[src/rtl/ddr_bridge_cfg.svh]
/*
 * widths and address step shared by the line bridge
 */
`ifndef DDR_BRIDGE_CFG_SVH
`define DDR_BRIDGE_CFG_SVH

// ------------------------------
// cpu side
`define DDR_LINE_W      256  // one cache line
`define DDR_CPU_ADDR_W  30   // word address, 4 byte aligned

// ------------------------------
// controller user interface
`define DDR_BEAT_W      128  // app_wdf_data / app_rd_data
`define DDR_APP_ADDR_W  27
`define DDR_HALF_STRIDE 8    // addr step, low beat to high beat
`define DDR_APP_CMD_W   3

`endif

[src/rtl/ddr_bridge_pkg.sv]
/*
 * command encoding and the two views of the cpu word address
 */
`include "ddr_bridge_cfg.svh"

package ddr_bridge_pkg;

    // MIG app_cmd values, only these two are issued
    typedef enum logic [`DDR_APP_CMD_W-1:0] {
        APP_CMD_WRITE = 3'b000,
        APP_CMD_READ  = 3'b001
    } app_cmd_e;

    // flat view for repeat compare, field view for address forming
    typedef union packed {
        logic [`DDR_CPU_ADDR_W-1:0] flat;
        struct packed {
            logic [`DDR_CPU_ADDR_W-`DDR_APP_ADDR_W:0] unused_hi; // dropped, top of range
            logic [`DDR_APP_ADDR_W-5:0]               line_idx;  // 23 bits
            logic                                     half_sel;  // which 128b half
            logic [1:0]                               word_sel;  // word in half
        } fld;
    } cpu_addr_u;

endpackage

[src/rtl/cpu_req_front.sv]
/*
 * cpu request front end: accept, repeat-read detect, dispatch to engines
 */
`timescale 1ns/100ps
`include "ddr_bridge_cfg.svh"

module cpu_req_front import ddr_bridge_pkg::*; (
    input  logic                   ui_clk,
    input  logic                   rst,
    input  logic                   ram_en,
    input  logic                   ram_write,
    input  cpu_addr_u              ram_addr,
    input  logic [`DDR_LINE_W-1:0] data_to_ram,
    input  logic                   calib_done,
    input  logic                   wr_done,
    input  logic                   rd_done,
    output logic                   ram_rdy,
    output logic                   wr_start,
    output logic                   rd_start,
    output cpu_addr_u              req_addr,
    output logic [`DDR_LINE_W-1:0] req_data,
    output logic                   hit_load
);

    localparam logic [2:0] ST_INIT = 3'd0; // waiting for calibration
    localparam logic [2:0] ST_IDLE = 3'd1;
    localparam logic [2:0] ST_HIT  = 3'd2; // answered from line buffer
    localparam logic [2:0] ST_WR   = 3'd3;
    localparam logic [2:0] ST_RD   = 3'd4;

    logic [2:0] state;
    logic       accept;
    logic       is_hit;
    logic       job_end;
    logic       last_valid;  // last_addr holds a finished op
    cpu_addr_u  last_addr;

    assign ram_rdy = (state == ST_IDLE);
    assign accept  = ram_en & ram_rdy;
    // same word as the last finished op, whatever it was
    assign is_hit  = last_valid & ~ram_write & (ram_addr.flat == last_addr.flat);
    assign job_end = ((state == ST_WR) & wr_done) | ((state == ST_RD) & rd_done);
    assign hit_load = (state == ST_WR) & wr_done; // refresh buffer with written line

    // ------------------------------
    // control fsm
    always_ff @(posedge ui_clk) begin
        if (!rst) begin
            state      <= ST_INIT;
            wr_start   <= 1'b0;
            rd_start   <= 1'b0;
            last_valid <= 1'b0;
        end else begin
            wr_start <= 1'b0; // single cycle pulses
            rd_start <= 1'b0;
            case (state)
                ST_INIT: if (calib_done) state <= ST_IDLE;
                ST_IDLE: begin
                    if (accept) begin
                        if (ram_write) begin
                            state    <= ST_WR;
                            wr_start <= 1'b1;
                        end else if (is_hit) begin
                            state <= ST_HIT;
                        end else begin
                            state    <= ST_RD;
                            rd_start <= 1'b1;
                        end
                    end
                end
                ST_HIT:  state <= ST_IDLE; // one cycle low
                ST_WR, ST_RD: begin
                    if (job_end) begin
                        state      <= ST_IDLE;
                        last_valid <= 1'b1;
                    end
                end
                default: state <= ST_INIT;
            endcase
        end
    end

    // ------------------------------
    // request and history payload
    always_ff @(posedge ui_clk) begin
        if (accept) begin
            req_addr <= ram_addr;
            req_data <= data_to_ram;
        end
        if (job_end) last_addr <= req_addr;
    end

endmodule

[config.mk]
export PLATFORM = sky130hd
export DESIGN_NAME = cpu_req_front
export DESIGN_NICKNAME = d
export VERILOG_FILES = /design/src/rtl/ddr_bridge_pkg.sv /design/src/rtl/cpu_req_front.sv
export VERILOG_INCLUDE_DIRS = /design/src /design/src/rtl
export SDC_FILE = /design/constraint.sdc
export NUM_CORES = 1
export LEC_CHECK = 0
export ABC_AREA = 1
export BUFFER_PORTS_ARGS = -buffer_cell sky130_fd_sc_hd__buf_2
export CAP_MARGIN = 15
export CORE_AREA = 4 4 223 225
export CTS_CLUSTER_DIAMETER = 60
export DETAILED_ROUTE_END_ITERATION = 7
export DIE_AREA = 0 0 227 229
export GPL_TIMING_DRIVEN = 0
export SYNTH_ARGS = -nofsm -noshare
export SYNTH_HDL_FRONTEND = slang
export SYNTH_SLANG_ARGS = --single-unit
[constraint.sdc]
create_clock -name ui_clk -period 18.8 [get_ports ui_clk]
set_input_delay 4.7 -clock ui_clk [delete_from_list [all_inputs] [get_ports ui_clk]]
set_output_delay 4.7 -clock ui_clk [all_outputs]
set_load 0.1 [all_outputs]
==> impl_metrics.toml, run 1 <==
[outcome]
status = "finished, final reports clean"

[timing]
slew_violations = 0
setup_tns_ps = 0
worst_slew_pin_slew_ps = 667
whs_ps = 442
timing.final.crit_share_pct = 54.1
max_freq_mhz = 98.4
hold_viol_final = 0
setup_viol = 0
relSlewSlack_pct = 55.4
fin_skew_ps = 23.0
period_minus_slack_ps = 10170
rsz0062_at_grt = "no"

[clocking]
cts.sinks = 322
cts_setup_buffers = 0
insertion_delay_ps = 550
ctsHoldBuffers = 0
clockRootBuffer = "clkbuf_16"
htreeDepth = 2
cts_buffers = 43
clk_pin_slew_ps = 60
cts_tree = "yes"
cts_resized = 0
cts_buffer_depth = 3

[setup_path]
startpoint = "wr_done"
reg2reg_setup_slack_ps = 16440
cp_common_cell = "buf_2"
slowest_delay_ps = 430
cp.arrival_ps = 5470
worst-r2r-cell-count = 7
end_kind = "primary output"
regToRegEndpoint = "req_data[220]"
cp_max_fo = 2
crit_chain = "buf_2, nand4_1, inv_1, buf_2"
cpMaxStageDelayCell = "buf_2"
cp.depth = 4
r2r_start = "state[0]"
worstSetupStartpointType = "input port"
critPathBufInv = 3
crit_type = "in -> out"
cp_top_family = "buffers and inverters"
critPathRequiredTime_ps = 14100
endpoint = "hit_load"

[yosys]
synth.ff_latch_count = 322
synth_common_cells = "316 x edfxtp_1, 84 x nand2_1, 65 x inv_1"
avgSynthCellArea_um2 = 20.2
synthCells = 515
synth_edf_count = 316
synth_top_area_share_pct = 91.0
synthTopCellsByArea = "edfxtp_1 91%, nand2_1 3.0%, inv_1 2.3%"
post-synth-top-count-cell = "edfxtp_1"
synth_area_um2 = 10400
ys_dominant_reg_cell = "edfxtp_1"
synth_cell_types = 18
synthesis.nets = 808
async_reset_ff_share_pct = 0
yosysWarnings = 0
yosysSeqAreaShare_pct = 92.2
post-synth-top-area-cell = "edfxtp_1"

[power_and_ir_drop]
p_leak_uw = 0.00660
ir_drop_mv = 0.0737
power-per-cell-area_nw_per_um2 = 131

[drt]
wire_per_inst_um = 18.4
drcViolationCount = 0
final_antenna_net_count = 0
num_vias = 6857
drtPass1Iterations = 4
vias_per_cell = 3.79
drtIter0Drc = 254
totalWireLength_um = 33200

[global_routing]
grt_max_degree = 37
grt_pass1_vias = 7309
gr-usage-met3_pct = 6.35
grt_pass1_wl_um = 46600
met1_usage_pct = 12.5
use_met2_pct = 20.4
grt_usage_pct = 12.1
grt.busiest_layer = "met2"
grt-ovfl-total = 0
antenna_found_initial = 20

[place]
port_buffers = 582
place_congestion = 0.843
dp_hpwl_um = 26300

[cells_and_area]
num-fill-cells = 4674
drive_above_1_share_pct = 56.0
area_growth_pct = 50.4
final_nets = 1445

[min_path]
min_path_type = "reg -> reg"

[floorplan]
core-area_um2 = 47500
fp.dieArea_um2 = 52000
num_rows = 80
dieWidth_um = 227
initial_core_util_pct = 21.9
dieHeight_um = 229
ios = 583

[run]
cap_violations = 0
-- layer usage --
layer	share of wire [%]	up-vias	routed length [µm]
li1	-	3161	-
met1	35	3209	11500
met2	48	368	16100
met3	12	95	3980
met4	4.6	24	1520
met5	0.44	-	145
-- worst min path at each step --
stage                            start       endpoint  slack, ps  cells past startpoint
after floorplan             last_valid     last_valid        450                      2
after global placement    req_addr[10]  last_addr[10]        430                      0
after detailed placement  req_addr[19]  last_addr[19]        430                      0
after CTS                 req_addr[19]  last_addr[19]        440                      0
after global routing       req_addr[4]   last_addr[4]        450                      0
final                     req_addr[19]  last_addr[19]        440                      0
-- stage by stage --
stage               worst slack [ps]  power [µW]  cell area, µm²  instances  util (%)
floorplan                       6130        1230           10400        515         -
global route                    8560        2140           15700       1804      33.0
finish                          8630        2060           15700       1809      33.0
global placement                2560        1330           14100       1712      29.7
detailed placement              8620        1320           14300       1722      30.1
CTS                             8610        2090           15700       1801      32.9
-- cell usage in the layout (no fill, tap or decap), types with 2 or more instances in the layout --
cell	count
buf_12	9
nor2_1	17
nand2_1	84
inv_6	6
nor2_4	2
inv_8	4
clkinv_2	4
buf_2	582
o21ai_0	3
xnor2_1	8
clkbuf_16	44
nor3_1	2
dfxtp_1	6
a21oi_1	3
diode_2	8
clkinv_1	10
inv_1	65
nand4_1	2
clkinvlp_4	5
edfxtp_1	316
clkbuf_1	5
-- worst register-to-register path: cells and delay by family, from the launching register on --
kind / cells / cell delay (ps)
buf+inv: 5 / 1000
flops: 1 / 410
simple gates: 2 / 670
-- layout make-up --
cell class | count | area [µm²] | share of cell area (%)
clock buffers | 49 | 1120 | 7.14
clock inverters | 30 | 209 | 1.33
diodes | 8 | 20.0 | 0.128
well taps | 615 | 769 | 4.91
repair buffers | 592 | 3120 | 19.9
inverters | 66 | 248 | 1.58
flip-flops and latches | 322 | 9610 | 61.3
multi-input cells | 127 | 583 | 3.72
-- cells by family (layout without fill, tap and decap cells) --
group	after synthesis	after routing	synth area share, %
DFF	322	322	92.2
buffers and inverters	66	737	2.38
and+or+nand+nor	110	110	4.22
xor gates and xnor gates	8	8	0.672
other	0	8	0
AOI/OAI and AO/OA	9	9	0.576
-- where the power goes --
| part | leakage [µW] | internal [µW] | switching (µW) |
|---|---|---|---|
| clock | 0.000639 | 436 | 319 |
| sequential | 0.00295 | 850 | 13.5 |
| combinational | 0.00301 | 61.8 | 376 |
-- registers in the layout, indices dropped and copies added (netlist names) --
register    flops
state           3
req_addr       30
wr_start        1
req_data      256
last_valid      1
rd_start        1
last_addr      30
(Power assumes the default switching activity.)
==> run 2: changes to the inputs <==
==> constraint.sdc (replaced) <==
create_clock -name ui_clk -period 8.7 [get_ports ui_clk]
set_input_delay 2.175 -clock ui_clk [delete_from_list [all_inputs] [get_ports ui_clk]]
set_output_delay 2.175 -clock ui_clk [all_outputs]
set_load 0.1 [all_outputs]
==> run 2 against run 1 <==
  * Sequential share of layout area shrank 0.073 points
  * Clock power grew 120%
  * Hold slack lost 1.8 ps
  * Via count grew 0.51%
  * Utilization is essentially flat
  * Worst setup slack lost 5000 ps
  * Design area grew 0.12%
  * Die area is the same
  * Register-to-register slack lost 10000 ps
==> impl_metrics.toml, run 2 (synthesis gave the netlist of run 1 again) <==
[setup_path]
critPathRequiredTime_ps = 6530
slowest_delay_ps = 430
critPathBufInv = 3
crit_chain = "buf_2, nand4_1, inv_1, buf_2"
r2r_start = "state[0]"
cp_max_fo = 2
worstSetupStartpointType = "input port"
startpoint = "wr_done"
cp.arrival_ps = 2930
cp.depth = 4
cpMaxStageDelayCell = "buf_2"
crit_type = "in -> out"
regToRegEndpoint = "req_data[7]"
endpoint = "hit_load"
reg2reg_setup_slack_ps = 6370
cp_common_cell = "buf_2"
end_kind = "primary output"
worst-r2r-cell-count = 6
cp_top_family = "buffers and inverters"

[clocking]
cts_buffer_depth = 3
cts.sinks = 322
cts_resized = 0
clockRootBuffer = "clkbuf_16"
clk_pin_slew_ps = 50
insertion_delay_ps = 560
cts_setup_buffers = 0
cts_tree = "yes"
ctsHoldBuffers = 0
htreeDepth = 2
cts_buffers = 43

[power_and_ir_drop]
p_seq_share_pct = 41.9
intPower_uw = 2930
p_sw_uw = 1520
power_switching_share_pct = 34.2
ir_drop_mv = 0.201
p_leak_uw = 0.00662
clockPowerShare_pct = 36.8
comb_power_share_pct = 21.3
power-per-cell-area_nw_per_um2 = 284

[timing]
period_minus_slack_ps = 5110
worst_slew_pin_slew_ps = 918
setup_tns_ps = 0
fin_skew_ps = 19.5
slew_violations = 0
rsz0062_at_grt = "no"
setup_viol = 0
max_freq_mhz = 196
whs_ps = 440
relSlewSlack_pct = 38.6
hold_viol_final = 0
timing.final.crit_share_pct = 58.7

[outcome]
status = "finished, final reports clean"

[floorplan]
dieHeight_um = 229
dieWidth_um = 227
fp.dieArea_um2 = 52000
num_rows = 80
initial_core_util_pct = 21.9
ios = 583
core-area_um2 = 47500

[cells_and_area]
final_nets = 1445
largest_reg_flops = 256
layout_commonest_cell = "buf_2"
top_regs = "req_data: 256 flops, last_addr: 30 flops, req_addr: 30 flops"
area_growth_pct = 50.5
final_cell_area_um2 = 15700
layout_common_cells = "582 x buf_2, 316 x edfxtp_1, 84 x nand2_1"
largest-register = "req_data"
drive_above_1_share_pct = 56.1
num-fill-cells = 4652

[drt]
final_antenna_net_count = 0
totalWireLength_um = 33800
drtIter0Drc = 296
drtPass1Iterations = 5
wire_per_inst_um = 18.7
num_vias = 6892
vias_per_cell = 3.82
drcViolationCount = 0

[run]
cap_violations = 0

[global_routing]
grt_max_degree = 39
grt_pass1_wl_um = 47600
antenna_found_initial = 26
grt-ovfl-total = 0
grt_usage_pct = 12.4
grt_pass1_vias = 7259

[place]
dpl-instance-area_um2 = 14300
dp_hpwl_um = 27000
place_congestion = 0.822
port_buffers = 582

[min_path]
min_path_type = "reg -> reg"
[run 2: per-stage QoR]
stage / total power (µW) / cells / worst slack, ps / util, %
after floorplan: 2640 / 515 / 1800 / -
after CTS: 4530 / 1799 / 3570 / 33.0
after global routing: 4630 / 1803 / 3530 / 33.0
final: 4460 / 1806 / 3590 / 33.0
after global placement: 2850 / 1712 / -264 / 29.7
after detailed placement: 2860 / 1722 / 3580 / 30.2
[run 2: power groups by stage]
stage	logic (µW)	clock network, µW	registers [µW]
floorplan	73.6	0	2570
global placement	928	0	1920
detailed placement	958	0	1900
CTS	960	1700	1870
global route	980	1780	1870
finish	949	1640	1870
[run 2: how the worst min path moves through the flow]
stage / start / end / slack [ps] / cells past startpoint
floorplan: last_valid / last_valid / 450 / 2
global placement: req_addr[15] / last_addr[15] / 430 / 0
detailed placement: req_addr[4] / last_addr[4] / 430 / 0
CTS: req_addr[4] / last_addr[4] / 440 / 0
global route: req_addr[10] / last_addr[10] / 450 / 0
finish: req_addr[4] / last_addr[4] / 440 / 0
[run 2: layout make-up]
cell class                 instances  area, µm²  area share (%)
sequential                       322       9610            61.2
multi-input combinational        127        583            3.71
timing repair buffer             592       3140            20.0
inverter                          66        248            1.58
tap                              615        769            4.90
clock inverter                    25        215            1.37
clock buffer                      52       1120            7.13
antenna                            7       17.5           0.112
[run 2: worst reg2reg max path: stages (launching register included)]
cell	delay (ps)
dfxtp_1	380
inv_1	100
nor3_2	140
inv_1	110
nor2_4	700
buf_12	300
buf_12	270
[run 2: routing by layer]
metal | GRT usage [%] | share of wire [%] | up-vias
met5 | 0 | 0.63 | -
met4 | 4.61 | 3.4 | 34
met3 | 7.04 | 13 | 98
met2 | 21.2 | 50 | 358
met1 | 12.6 | 33 | 3256
li1 | - | - | 3146
==> run 3: changes to the inputs <==
--- a/config.mk
+++ b/config.mk
@@ -6,13 +6,13 @@
 export SDC_FILE = /design/constraint.sdc
 export NUM_CORES = 1
 export LEC_CHECK = 0
-export ABC_AREA = 1
+export ABC_AREA = 0
 export BUFFER_PORTS_ARGS = -buffer_cell sky130_fd_sc_hd__buf_2
 export CAP_MARGIN = 15
-export CORE_AREA = 4 4 223 225
+export CORE_AREA = 4 4 226 228
 export CTS_CLUSTER_DIAMETER = 60
 export DETAILED_ROUTE_END_ITERATION = 7
-export DIE_AREA = 0 0 227 229
+export DIE_AREA = 0 0 230 232
 export GPL_TIMING_DRIVEN = 0
 export SYNTH_ARGS = -nofsm -noshare
 export SYNTH_HDL_FRONTEND = slang
==> constraint.sdc (replaced) <==
create_clock -name ui_clk -period 4.8 [get_ports ui_clk]
set_input_delay 1.2 -clock ui_clk [delete_from_list [all_inputs] [get_ports ui_clk]]
set_output_delay 1.2 -clock ui_clk [all_outputs]
set_load 0.1 [all_outputs]
==> run 3 against run 2 <==
  * First-iteration DRC count is 16% lower
  * Worst setup slack lost 1900 ps
  * Largest power group unchanged
  * Hold slack better by 10 ps
  * Utilization shrank 1.9 points
  * Via count is 8.4% lower
  * Wire length is 6.6% lower
  * Non-clock buffer count fell by 5
  * Synthesized cell count fell by 25%
  * Largest cell class unchanged
  * Clock power increased by 66%
  * Sequential share of layout area grew 2.0 points
==> impl_metrics.toml, run 3 <==
[global_routing]
grt.busiest_layer = "met2"
met1_usage_pct = 11.8
grt_max_degree = 68
grt_pass1_wl_um = 43900
antenna_found_initial = 19
gr-usage-met3_pct = 6.23
grt_usage_pct = 11.1
use_met2_pct = 18.9
grt-ovfl-total = 0
grt_pass1_vias = 6697

[setup_path]
critPathBufInv = 2
crit_type = "in -> out"
regToRegEndpoint = "req_data[186]"
crit_chain = "buf_2, and3_1, buf_2"
worst-r2r-cell-count = 4
cp.arrival_ps = 1870
cp_top_family = "buffers and inverters"
r2r_start = "state[0]"
reg2reg_setup_slack_ps = 2620
end_kind = "primary output"
cp_common_cell = "buf_2"
slowest_delay_ps = 430
cpMaxStageDelayCell = "buf_2"
critPathRequiredTime_ps = 3600
worstSetupStartpointType = "input port"
cp_max_fo = 2
startpoint = "wr_done"

[clocking]
cts_buffers = 40
ctsHoldBuffers = 0
cts.sinks = 322
htreeDepth = 2
cts_tree = "yes"
cts_setup_buffers = 0
cts_resized = 0
clk_pin_slew_ps = 60
insertion_delay_ps = 540
cts_buffer_depth = 3
clockRootBuffer = "clkbuf_16"

[min_path]
hold_path_depth = 0
hold_start = "req_addr[16]"
hold_end = "last_addr[16]"
min_path_type = "reg -> reg"

[yosys]
synth_top_area_share_pct = 93.9
synth_common_cells = "316 x edfxtp_1, 30 x xnor2_1, 7 x nand4_1"
synth.ff_latch_count = 322
synth_area_um2 = 10100
avgSynthCellArea_um2 = 26.3
async_reset_ff_share_pct = 0
synthTopCellsByArea = "edfxtp_1 94%, xnor2_1 2.6%, dfxtp_1 1.2%"
ys_dominant_reg_cell = "edfxtp_1"
yosysSeqAreaShare_pct = 95.1
synthesis.nets = 677
yosysWarnings = 0
synthCells = 384
synth_edf_count = 316
synth_cell_types = 22
post-synth-top-count-cell = "edfxtp_1"
post-synth-top-area-cell = "edfxtp_1"

[floorplan]
fp.dieArea_um2 = 53400
dieHeight_um = 232
dieWidth_um = 230
initial_core_util_pct = 20.7
core-area_um2 = 48800
num_rows = 81
ios = 583

[power_and_ir_drop]
p_seq_share_pct = 46.1
power-per-cell-area_nw_per_um2 = 466
clockPowerShare_pct = 38.4
p_sw_uw = 2110
p_leak_uw = 0.00603
power_switching_share_pct = 29.9
intPower_uw = 4960
comb_power_share_pct = 15.4
ir_drop_mv = 0.307

[timing]
fin_skew_ps = 14.8
rsz0062_at_grt = "no"
setup_viol = 0
period_minus_slack_ps = 3070
relSlewSlack_pct = 39.9
max_freq_mhz = 326
timing.final.crit_share_pct = 64.0
setup_tns_ps = 0
hold_viol_final = 0
slew_violations = 0
worst_slew_pin_slew_ps = 901

[cells_and_area]
final_nets = 1306
area_growth_pct = 50.4
final_cell_area_um2 = 15200
largest_reg_flops = 256
num-fill-cells = 4900
top_regs = "req_data: 256 flops, last_addr: 30 flops, req_addr: 30 flops"
largest-register = "req_data"
layout_commonest_cell = "buf_2"
drive_above_1_share_pct = 62.2
layout_common_cells = "582 x buf_2, 316 x edfxtp_1, 40 x clkbuf_16"

[drt]
num_vias = 6313
wire_per_inst_um = 18.4
drtIter0Drc = 249
drtPass1Iterations = 4
final_antenna_net_count = 0
vias_per_cell = 3.68
drcViolationCount = 0
totalWireLength_um = 31500

[place]
place_congestion = 0.810
port_buffers = 582
dpl-instance-area_um2 = 14000
dp_hpwl_um = 25000

[run]
cap_violations = 0

[outcome]
status = "finished, final reports clean"
==> run 3: cell count changes in the layout (fill, tap and decap cells not counted), sizes merged, moves of 5 or more <==
cell   change
buf        -5
nand2     -80
nand4      +5
xnor2     +22
nor2      -17
inv       -66
==> run 3: stage by stage <==
step                power [µW]  utilization, %  hold WS (ps)  setup slack [ps]  std cells
detailed placement        4430            28.6           439              1720       1635
finish                    7080            31.1           450              1730       1714
floorplan                 4150               -           440               546        384
CTS                       7210            31.1           454              1720       1706
global placement          4410            28.4           430              -603       1630
global route              7350            31.1           464              1680       1709
==> run 3: worst max-delay path by stage <==
| stage | slack, ps | end | cells after the start |
|---|---|---|---|
| 4_1_cts | 1720 | hit_load | 3 |
| 5_1_grt | 1680 | ram_rdy | 3 |
| 3_3_place_gp | -600 | state[2] | 5 |
| 6_report | 1730 | hit_load | 3 |
| 3_5_place_dp | 1720 | hit_load | 3 |
| 2_1_floorplan | 550 | state[2] | 4 |
==> run 3: final cells by class <==
| class | instances | area, µm² | area share [%] |
|---|---|---|---|
| flip-flops and latches | 322 | 9610 | 63.2 |
| repair buffers | 587 | 3050 | 20.1 |
| inverters | 1 | 3.75 | 0.0247 |
| well taps | 664 | 831 | 5.47 |
| clock inverters | 22 | 154 | 1.01 |
| clock buffers | 49 | 1030 | 6.81 |
| diodes | 8 | 20.0 | 0.132 |
| multi-input cells | 61 | 493 | 3.24 |
==> run 3: cell families after synthesis <==
group	synth area share, %
buf+inv	0.0371
compound gates	0.520
mux	0.0991
flops	95.1
xor+xnor	2.60
simple gates	1.66
==> run 3: power by group through the flow <==
| stage | sequential [µW] | clock, µW | combinational, µW |
|---|---|---|---|
| finish | 3260 | 2720 | 1090 |
| global placement | 3340 | 0 | 1080 |
| detailed placement | 3320 | 0 | 1100 |
| global route | 3270 | 2950 | 1130 |
| CTS | 3270 | 2830 | 1100 |
| floorplan | 4070 | 0 | 73.0 |
==> run 3: per-layer routing <==
| layer | part of all wire, % | vias up | routed length (µm) |
|---|---|---|---|
| li1 | - | 2826 | - |
| met1 | 35 | 3031 | 11000 |
| met2 | 50 | 347 | 15700 |
| met3 | 12 | 83 | 3880 |
| met4 | 2.2 | 26 | 702 |
| met5 | 0.53 | - | 168 |
